[src/sprite_pkg.sv]
// sprite display shared types
// coordinates, colours, APB register words and the address map
package sprite_pkg;

    localparam int CORDW      = 12;  // signed coordinate width
    localparam int CIDXW      = 4;   // colour index width
    localparam int CHANW      = 4;   // colour channel width
    localparam int COLRW      = 3*CHANW;
    localparam int SPR_SIZE   = 8;   // bitmap side, pixels
    localparam int ADDRW      = 12;  // apb byte address width
    localparam int SPR_IDW    = 3;   // bitmap region holds eight sprites

    localparam logic [CIDXW-1:0] TRANS_INDX = 4'hF;

    // region bases, byte addresses
    localparam logic [ADDRW-1:0] ADDR_CTRL = 12'h000;  // + 4n
    localparam logic [ADDRW-1:0] ADDR_BMP  = 12'h100;  // + 32n + 4 row
    localparam logic [ADDRW-1:0] ADDR_PAL  = 12'h200;  // + 4 index

    typedef logic signed [CORDW-1:0] coord_t;

    typedef struct packed {
        logic [CHANW-1:0] r;
        logic [CHANW-1:0] g;
        logic [CHANW-1:0] b;
    } colr_t;

    typedef struct packed {
        coord_t sx;
        coord_t sy;
        logic   de;     // active area
        logic   hsync;  // active low
        logic   vsync;  // active low
        logic   line;   // first cycle of a line
    } disp_pos_t;

    typedef struct packed {
        logic       en;
        logic [6:0] pad;
        coord_t     y;
        coord_t     x;
    } spr_ctrl_t;

    // pixel 0 sits in the low nibble
    typedef struct packed {
        logic [SPR_SIZE-1:0][CIDXW-1:0] pix;
    } bmp_row_t;

    typedef struct packed {
        logic [31-COLRW:0] pad;
        colr_t             colr;
    } pal_entry_t;

    // one apb write word, meaning picked by address region
    typedef union packed {
        spr_ctrl_t  ctrl;
        bmp_row_t   bmp;
        pal_entry_t pal;
    } apb_word_u;

    typedef struct packed {
        logic             hit;
        logic [CIDXW-1:0] idx;
    } spr_hit_t;

endpackage

[src/display_timing.sv]
// display timing
// raster counters with active low syncs, data enable and line start
`timescale 1ns/1ps

module display_timing import sprite_pkg::*; #(
    parameter int H_RES  = 640,
    parameter int H_FP   = 16,
    parameter int H_SYNC = 96,
    parameter int H_BP   = 48,
    parameter int V_RES  = 480,
    parameter int V_FP   = 10,
    parameter int V_SYNC = 2,
    parameter int V_BP   = 33
) (
    input  wire logic clk_pix,
    input  wire logic arst_n,
    output disp_pos_t pos
);

    localparam int H_TOT = H_RES + H_FP + H_SYNC + H_BP;  // full line
    localparam int V_TOT = V_RES + V_FP + V_SYNC + V_BP;  // full frame
    localparam int HS_STA = H_RES + H_FP;
    localparam int VS_STA = V_RES + V_FP;

    coord_t hcnt;
    coord_t vcnt;

    always_ff @(posedge clk_pix or negedge arst_n) begin
        if (!arst_n) begin
            hcnt <= '0;
            vcnt <= '0;
        end else if (hcnt == coord_t'(H_TOT-1)) begin
            hcnt <= '0;  // line wrap
            if (vcnt == coord_t'(V_TOT-1)) vcnt <= '0;  // frame wrap
            else vcnt <= vcnt + coord_t'(1);
        end else begin
            hcnt <= hcnt + coord_t'(1);
        end
    end

    always_comb begin
        pos.sx    = hcnt;
        pos.sy    = vcnt;
        pos.de    = (hcnt < coord_t'(H_RES)) && (vcnt < coord_t'(V_RES));
        // syncs low inside their own window only
        pos.hsync = !((hcnt >= coord_t'(HS_STA)) && (hcnt < coord_t'(HS_STA + H_SYNC)));
        pos.vsync = !((vcnt >= coord_t'(VS_STA)) && (vcnt < coord_t'(VS_STA + V_SYNC)));
        pos.line  = (hcnt == '0);
    end

    // counter never runs past the line total
    a_sx_range: assert property (@(posedge clk_pix) disable iff (!arst_n)
        (pos.sx >= 0) && (pos.sx < coord_t'(H_TOT)));

endmodule

[src/sprite_display.sv]
// sprite display top level
// timing, APB registers, a row of sprite engines and the mixer
`timescale 1ns/1ps

module sprite_display import sprite_pkg::*; #(
    parameter int    NUM_SPR   = 4,
    parameter int    SPR_SCALE = 1,
    parameter int    H_RES     = 640,
    parameter int    H_FP      = 16,
    parameter int    H_SYNC    = 96,
    parameter int    H_BP      = 48,
    parameter int    V_RES     = 480,
    parameter int    V_FP      = 10,
    parameter int    V_SYNC    = 2,
    parameter int    V_BP      = 33,
    parameter colr_t BG_COLR   = 12'h137
) (
    input  wire logic             clk_pix,
    input  wire logic             arst_n,
    input  wire logic             psel,
    input  wire logic             penable,
    input  wire logic             pwrite,
    input  wire logic [ADDRW-1:0] paddr,
    input  wire logic [31:0]      pwdata,
    output logic [31:0]           prdata,
    output logic                  pready,
    output logic                  pslverr,
    output logic                  vga_hsync,
    output logic                  vga_vsync,
    output logic [CHANW-1:0]      vga_r,
    output logic [CHANW-1:0]      vga_g,
    output logic [CHANW-1:0]      vga_b
);

    disp_pos_t          pos;
    spr_ctrl_t          spr_ctrl [NUM_SPR];
    spr_hit_t           hits [NUM_SPR];  // engine results, t+1
    logic               bmp_wr_en;
    logic [SPR_IDW-1:0] bmp_wr_spr;
    logic [2:0]         bmp_wr_row;
    bmp_row_t           bmp_wr_data;
    logic               pal_wr_en;
    logic [CIDXW-1:0]   pal_wr_idx;
    colr_t              pal_wr_colr;

    display_timing #(
        .H_RES(H_RES), .H_FP(H_FP), .H_SYNC(H_SYNC), .H_BP(H_BP),
        .V_RES(V_RES), .V_FP(V_FP), .V_SYNC(V_SYNC), .V_BP(V_BP)
    ) u_timing (
        .clk_pix,
        .arst_n,
        .pos
    );

    sprite_regs #(.NUM_SPR(NUM_SPR)) u_regs (
        .clk_pix, .arst_n,
        .psel, .penable, .pwrite, .paddr, .pwdata,
        .prdata, .pready, .pslverr,
        .spr_ctrl,
        .bmp_wr_en, .bmp_wr_spr, .bmp_wr_row, .bmp_wr_data,
        .pal_wr_en, .pal_wr_idx, .pal_wr_colr
    );

    // one engine per sprite, each picks its own bitmap writes
    for (genvar i = 0; i < NUM_SPR; i++) begin : gen_spr
        sprite_engine #(.SPR_ID(i), .SPR_SCALE(SPR_SCALE)) u_engine (
            .clk_pix, .arst_n, .pos,
            .ctrl(spr_ctrl[i]),
            .bmp_wr_en, .bmp_wr_spr, .bmp_wr_row, .bmp_wr_data,
            .hit(hits[i])
        );
    end

    sprite_mixer #(.NUM_SPR(NUM_SPR), .BG_COLR(BG_COLR)) u_mixer (
        .clk_pix, .arst_n, .pos, .hits,
        .pal_wr_en, .pal_wr_idx, .pal_wr_colr,
        .vga_hsync, .vga_vsync, .vga_r, .vga_g, .vga_b  // position t out at t+3
    );

endmodule

[src/sprite_engine.sv]
// sprite engine
// scaled hit test of one 8x8 sprite and its bitmap pixel lookup
`timescale 1ns/1ps

module sprite_engine import sprite_pkg::*; #(
    parameter int SPR_ID    = 0,
    parameter int SPR_SCALE = 1   // on screen size 8 << SPR_SCALE
) (
    input  wire logic               clk_pix,
    input  wire logic               arst_n,
    input  wire disp_pos_t          pos,
    input  wire spr_ctrl_t          ctrl,
    input  wire logic               bmp_wr_en,
    input  wire logic [SPR_IDW-1:0] bmp_wr_spr,
    input  wire logic [2:0]         bmp_wr_row,
    input  wire bmp_row_t           bmp_wr_data,
    output spr_hit_t                hit
);

    localparam int SPR_W = SPR_SIZE << SPR_SCALE;  // on screen side

    bmp_row_t bmp_mem [SPR_SIZE];  // one word per bitmap row

    logic signed [CORDW:0] dx;  // one extra bit, sprite may be off screen
    logic signed [CORDW:0] dy;
    logic                  in_x;
    logic                  in_y;
    logic [2:0]            row;
    logic [2:0]            col;
    logic [CIDXW-1:0]      pix;

    // bitmap writes, only this sprite's rows
    always_ff @(posedge clk_pix) begin
        if (bmp_wr_en && (int'(bmp_wr_spr) == SPR_ID)) begin
            bmp_mem[bmp_wr_row] <= bmp_wr_data;
        end
    end

    // offset from sprite origin, sign extended
    assign dx = {pos.sx[CORDW-1], pos.sx} - {ctrl.x[CORDW-1], ctrl.x};
    assign dy = {pos.sy[CORDW-1], pos.sy} - {ctrl.y[CORDW-1], ctrl.y};

    assign in_x = (dx >= 0) && (dx < SPR_W);
    assign in_y = (dy >= 0) && (dy < SPR_W);

    // scale down the offset to a bitmap cell
    assign col = dx[SPR_SCALE +: 3];
    assign row = dy[SPR_SCALE +: 3];
    assign pix = bmp_mem[row].pix[col];

    // result for position t valid at t+1
    always_ff @(posedge clk_pix or negedge arst_n) begin
        if (!arst_n) begin
            hit <= '0;
        end else begin
            hit.hit <= ctrl.en && pos.de && in_x && in_y;  // off when disabled or blanking
            hit.idx <= pix;
        end
    end

endmodule

[src/sprite_mixer.sv]
// sprite mixer
// priority and transparency select, palette lookup and VGA output register
`timescale 1ns/1ps

module sprite_mixer import sprite_pkg::*; #(
    parameter int    NUM_SPR = 4,
    parameter colr_t BG_COLR = 12'h137
) (
    input  wire logic             clk_pix,
    input  wire logic             arst_n,
    input  wire disp_pos_t        pos,
    input  wire spr_hit_t         hits [NUM_SPR],
    input  wire logic             pal_wr_en,
    input  wire logic [CIDXW-1:0] pal_wr_idx,
    input  wire colr_t            pal_wr_colr,
    output logic                  vga_hsync,
    output logic                  vga_vsync,
    output logic [CHANW-1:0]      vga_r,
    output logic [CHANW-1:0]      vga_g,
    output logic [CHANW-1:0]      vga_b
);

    colr_t pal_mem [2**CIDXW];  // 16 entry palette

    logic             win;      // some opaque sprite at t+1
    logic [CIDXW-1:0] win_idx;
    colr_t            pal_colr; // palette out, t+2
    colr_t            paint;
    logic             win_d2;
    logic             de_d1, de_d2;
    logic             hs_d1, hs_d2;
    logic             vs_d1, vs_d2;

    always_ff @(posedge clk_pix) begin
        if (pal_wr_en) pal_mem[pal_wr_idx] <= pal_wr_colr;
    end

    // lowest sprite number wins, walk down so it is assigned last
    always_comb begin
        win     = 1'b0;
        win_idx = '0;
        for (int i = NUM_SPR-1; i >= 0; i--) begin
            if (hits[i].hit && (hits[i].idx != TRANS_INDX)) begin
                win     = 1'b1;
                win_idx = hits[i].idx;
            end
        end
    end

    always_ff @(posedge clk_pix) pal_colr <= pal_mem[win_idx];  // registered read

    // sync and enable follow the pixel pipe
    always_ff @(posedge clk_pix or negedge arst_n) begin
        if (!arst_n) begin
            {de_d1, de_d2, win_d2} <= '0;
            {hs_d1, hs_d2, vs_d1, vs_d2} <= '1;  // syncs idle high
        end else begin
            de_d1  <= pos.de;
            hs_d1  <= pos.hsync;
            vs_d1  <= pos.vsync;
            de_d2  <= de_d1;
            hs_d2  <= hs_d1;
            vs_d2  <= vs_d1;
            win_d2 <= win;
        end
    end

    // sprite, else background, black in blanking
    assign paint = !de_d2 ? '0 : (win_d2 ? pal_colr : BG_COLR);

    always_ff @(posedge clk_pix or negedge arst_n) begin
        if (!arst_n) begin
            vga_hsync <= 1'b1;
            vga_vsync <= 1'b1;
            {vga_r, vga_g, vga_b} <= '0;
        end else begin
            vga_hsync <= hs_d2;
            vga_vsync <= vs_d2;
            {vga_r, vga_g, vga_b} <= paint;
        end
    end

    // blanked pixel leaves the output black a cycle later
    a_blank_black: assert property (@(posedge clk_pix) disable iff (!arst_n)
        !de_d2 |=> ({vga_r, vga_g, vga_b} == '0));

endmodule

[src/sprite_regs.sv]
// sprite register block
// APB slave holding sprite control, forwarding bitmap and palette writes
`timescale 1ns/1ps

module sprite_regs import sprite_pkg::*; #(
    parameter int NUM_SPR = 4
) (
    input  wire logic             clk_pix,
    input  wire logic             arst_n,
    input  wire logic             psel,
    input  wire logic             penable,
    input  wire logic             pwrite,
    input  wire logic [ADDRW-1:0] paddr,
    input  wire logic [31:0]      pwdata,
    output logic [31:0]           prdata,
    output logic                  pready,
    output logic                  pslverr,
    output spr_ctrl_t             spr_ctrl [NUM_SPR],
    output logic                  bmp_wr_en,
    output logic [SPR_IDW-1:0]    bmp_wr_spr,
    output logic [2:0]            bmp_wr_row,
    output bmp_row_t              bmp_wr_data,
    output logic                  pal_wr_en,
    output logic [CIDXW-1:0]      pal_wr_idx,
    output colr_t                 pal_wr_colr
);

    apb_word_u  wword;     // write word, decoded per region
    logic [3:0] region;    // 256 byte region
    logic [5:0] ctrl_idx;  // control word number
    logic       in_ctrl;
    logic       in_bmp;
    logic       in_pal;
    logic       acc;       // access phase
    logic       wr;

    assign wword    = pwdata;
    assign region   = paddr[ADDRW-1:8];
    assign ctrl_idx = paddr[7:2];
    assign acc      = psel && penable;
    assign wr       = acc && pwrite;

    // region decode, sprites past NUM_SPR are unmapped
    assign in_ctrl = (region == ADDR_CTRL[ADDRW-1:8]) && (int'(ctrl_idx) < NUM_SPR);
    assign in_bmp  = (region == ADDR_BMP[ADDRW-1:8]) && (int'(paddr[7:5]) < NUM_SPR);
    assign in_pal  = (region == ADDR_PAL[ADDRW-1:8]) && (paddr[7:6] == 2'b00);

    assign pready  = 1'b1;  // zero wait states
    assign pslverr = acc && (!(in_ctrl || in_bmp || in_pal) || (!pwrite && !in_ctrl));

    // control words, every sprite disabled from reset
    always_ff @(posedge clk_pix or negedge arst_n) begin
        if (!arst_n) begin
            for (int i = 0; i < NUM_SPR; i++) spr_ctrl[i] <= '0;
        end else if (wr && in_ctrl) begin
            for (int i = 0; i < NUM_SPR; i++) begin
                if (int'(ctrl_idx) == i) spr_ctrl[i] <= wword.ctrl;
            end
        end
    end

    always_comb begin
        prdata = '0;  // bitmap, palette and unmapped read as 0
        if (acc && !pwrite && in_ctrl) begin
            for (int i = 0; i < NUM_SPR; i++) begin
                if (int'(ctrl_idx) == i) prdata = spr_ctrl[i];
            end
        end
    end

    // write strobes, land on the same edge as a control write
    assign bmp_wr_en   = wr && in_bmp;
    assign bmp_wr_spr  = paddr[5 +: SPR_IDW];
    assign bmp_wr_row  = paddr[4:2];
    assign bmp_wr_data = wword.bmp;
    assign pal_wr_en   = wr && in_pal;
    assign pal_wr_idx  = paddr[5:2];
    assign pal_wr_colr = wword.pal.colr;

    // access phase is one cycle, so strobes never stretch
    a_bmp_pulse: assert property (@(posedge clk_pix) disable iff (!arst_n)
        bmp_wr_en |=> !bmp_wr_en);
    a_pal_pulse: assert property (@(posedge clk_pix) disable iff (!arst_n)
        pal_wr_en |=> !pal_wr_en);

endmodule

[config.mk]
export PLATFORM = sky130hd
export DESIGN_NAME = sprite_display
export DESIGN_NICKNAME = d
export VERILOG_FILES = /design/src/sprite_pkg.sv /design/src/display_timing.sv /design/src/sprite_display.sv /design/src/sprite_engine.sv /design/src/sprite_mixer.sv /design/src/sprite_regs.sv
export SDC_FILE = /design/constraint.sdc
export NUM_CORES = 2
export LEC_CHECK = 0
export ABC_CLOCK_PERIOD_IN_PS = 6600
export BUFFER_PORTS_ARGS = -buffer_cell sky130_fd_sc_hd__clkbuf_2
export CORE_MARGIN = 2
export CORE_UTILIZATION = 35
export CTS_CLUSTER_DIAMETER = 80
export DETAILED_ROUTE_END_ITERATION = 16
export PLACE_DENSITY = 0.55
export SETUP_SLACK_MARGIN = 0.05
export SLEW_MARGIN = 20
export SYNTH_ARGS = -nofsm -noshare
export SYNTH_HDL_FRONTEND = slang
export SYNTH_SLANG_ARGS = --single-unit
[constraint.sdc]
create_clock -name clk_pix -period 6.6 [get_ports clk_pix]
set_input_delay 0.33 -clock clk_pix [delete_from_list [all_inputs] [get_ports clk_pix]]
set_output_delay 0.33 -clock clk_pix [all_outputs]
set_load 0.005 [all_outputs]
==> results.yml <==
pwr:
  power-per-cell-area_nw_per_um2: 258
  report.power.total_uw: 18500
  cellLeakagePower_uw: 0.0246
  ir_worst_vdd_mv: 0.244
cts:
  clock_insertion_delay_worst_skew_ps: 810
  clockRootBuffer: "clkbuf_16"
  cts_made_buffers: 153
  cts_num_sinks: 1421
  cts_buffer_depth: 3
  cts_resized: 0
  path_clk_slew_ps: 60
  cts_htree_levels: 4
  tritoncts: "yes"
route:
  detail_route.first_pass.iterations: 5
  routedWlPerCell_um: 26.6
  postRouteWirelength_um: 191000
  route.vias.total: 40700
  avgViaCountPerCell: 5.65
  drt_first_iter_violations: 3971
  ant_nets: 0
  route.detailed.drc: 0
sta:
  clock-skew-final_ps: 22.8
  final_hold_viol_count: 0
  setup_tns_ps: 0
  slew_viol_final: 0
  total_setup_violations_reported_at_the_end_of_the_flow: 0
  fin_hold_ws_ps: 66.5
  finalCriticalPeriod_ps: 4800
  worst_slew_pin_slew_ps: 1170
  final.period_utilization_pct: 72.7
  slew_headroom_pct: 21.7
  unrepaired_setup_endpoints_after_global_routing: "false"
  fmax_ghz: 0.208
logic_synthesis:
  warnings_synthesis: 0
  number_of_distinct_library_cells_after_synthesis: 93
  synth-seq-cells: 1421
  post_synthesis_cell_count: 4567
  synthesized_net_count: 4724
  yosys_most_used_dff: "edfxtp_1"
  ys_async_sr_fraction_pct: 13.6
  edff_count_synth: 1216
  synthesis.area_per_instance_um2: 13.7
  syn-cell-area_um2: 62700
  ys_seq_area_share_pct: 66.3
place:
  hpwlAfterDp_um: 115000
  routabilityCongestion: 0.887
  buffer_ports.inserted: 93
status:
  outcome: "completed"
final_layout:
  final_core_utilization_pct: 40.2
  mostFrequentLayoutCells: "edfxtp_1, nand2_1, dfrtp_1"
  post_route_cells_drive_above_1_share_pct: 17.0
  final_nets: 4865
  area_growth_pct: 14.2
  mostFrequentLayoutCell: "edfxtp_1"
global_route:
  global_route.overflow_total: 0
  grt_pass1_vias: 40400
  antenna_found_initial: 10
  groute.usage.overall_pct: 20.8
  grt_start_max_net_pins: 76
  grt_first_pass_wirelength_um: 279000
worst_setup_path:
  cells_along_the_critical_path: "inv_1 -> fa_2 -> buf_4 -> nand2b_1 -> nor3_1 -> o21ai_0 -> o41ai_1 -> a2111oi_0 -> o21ai_0 -> nand3_1"
  worstSetupEndpointType: "flip-flop"
  timing.critical_path.arrival_ps: 5520
  worst_path_most_repeated_cell: "o21ai_0"
  cp_slowest_cell: "fa_2"
  criticalPathCategory: "reg -> reg"
  worst-endpoint-required_ps: 7320
  start_kind: "flip-flop"
  slowest_delay_ps: 1120
  critPathMaxFanout: 25
min_path:
  worstHoldPathType: "in -> async"
floorplanning:
  die_width_um: 427
  ports_placed_on_the_boundary: 97
  core_area_um2: 178000
  rows: 155
  die_area_um2: 183000
  die_h_um: 427
  effective_utilization_at_floorplan_pct: 35.2
run:
  max_capacitance_violation_count: 0
synthesized netlist by cell type (10+ instances only):
library cell	n	area [µm²]
nand3b_1	17	128
buf_2	76	380
or3_1	24	150
a21oi_1	123	616
o32ai_1	10	87.6
dfxtp_1	12	240
a21boi_0	17	128
and2_1	14	87.6
a31oi_1	90	563
o2111ai_1	11	96.3
ha_1	100	1250
o21a_1	22	165
or4_1	10	75.1
a32oi_1	17	149
nand2b_1	41	257
o311ai_0	16	140
a211oi_1	22	165
nor3_1	170	851
nor2b_1	25	156
o221ai_1	22	193
mux4_2	120	2700
a22oi_1	101	758
dfrtp_1	187	4680
o22ai_1	32	200
o31ai_1	17	128
a311oi_1	35	307
and3_1	30	188
a21o_1	17	128
inv_1	130	488
nor4_1	28	175
o21ai_0	148	741
mux2_2	148	1670
o211ai_1	29	218
buf_1	36	135
nand2_1	574	2150
nor2_1	189	709
clkbuf_1	128	480
xor2_1	22	193
nand4_1	51	319
xnor2_1	29	254
mux2i_1	105	1050
nand3_1	181	906
edfxtp_1	1216	36500
area by class of cell:
cell class / instances / area [µm²]
clock inverters: 78 / 835
multi-input cells: 2769 / 20100
well taps: 2355 / 2950
clock buffers: 198 / 4070
flip-flops and latches: 1421 / 41600
inverters: 130 / 488
diodes: 8 / 20.0
repair buffers: 233 / 1570
fillers: 16300 / 107000
state kept, by name, indices dropped and copies added, names as in the netlist, 4 cells and up:
| signal | count |
|---|---|
| gen_spr.u_engine.bmp_mem | 1024 |
| gen_spr.u_engine.hit | 20 |
| u_mixer.pal_colr | 12 |
| u_mixer.pal_mem | 192 |
| u_mixer.vga_b | 4 |
| u_mixer.vga_g | 4 |
| u_mixer.vga_r | 4 |
| u_regs.spr_ctrl | 128 |
| u_timing.hcnt | 12 |
| u_timing.vcnt | 12 |
timing repair:
action / CTS / global route
hold endpoints to repair: 52 / 0
hold buffers: 1 / 0
buffers inserted: 0 / 0
per-layer routing:
metal / up-vias / track usage, % / share of wire (%)
met5: - / 0 / 0
met4: 0 / 8.11 / 3.8
met3: 283 / 2.77 / 5.7
met2: 1430 / 34.2 / 48
met1: 21000 / 28.0 / 43
li1: 18000 / - / -
critical path: cells and delay by family (launching register included):
family / cells / cell delay (ps)
AOI/OAI and AO/OA: 4 / 1300
adders and majority gates: 1 / 1120
buffers and inverters: 2 / 840
DFF: 1 / 580
and+or+nand+nor: 3 / 840
worst paths after layout:
kind,from,end,slack (ps),cells after the start
min,arst_n,u_mixer.de_d2,70,2
min in group clk_pix,pwdata[21],gen_spr[2].u_engine.bmp_mem[7][21],150,2
max in group asynchronous,arst_n,u_regs.spr_ctrl[74],5120,3
max reg2reg,u_timing.vcnt[1],gen_spr[1].u_engine.hit[1],1800,10
min reg2reg,u_mixer.hs_d1,u_mixer.hs_d2,360,0
max,u_timing.vcnt[1],gen_spr[1].u_engine.hit[1],1800,10
through the flow:
stage	cell area, µm²	std cells	worst slack, ps
global placement	66600	6906	2010
global route	71600	7185	1580
finish	71600	7192	1800
detailed placement	66700	6906	1920
floorplan	62700	4567	3460
CTS	71600	7183	1870
power by group:
group	switching, µW	internal [µW]
Combinational	257	30.2
Sequential	1.55	9760
Clock	3680	4760
Total	3930	14500
cell families after synthesis:
logic type,after synthesis,share of synthesized area (%)
fa+ha+maj,108,2.25
mux,376,8.69
flops,1421,66.3
compound gates,833,9.15
buf+inv,377,2.45
other cells,1,0.00598
simple gates,1396,10.3
xor+xnor,55,0.816
Note: power is estimated with default switching activity, not from simulation.
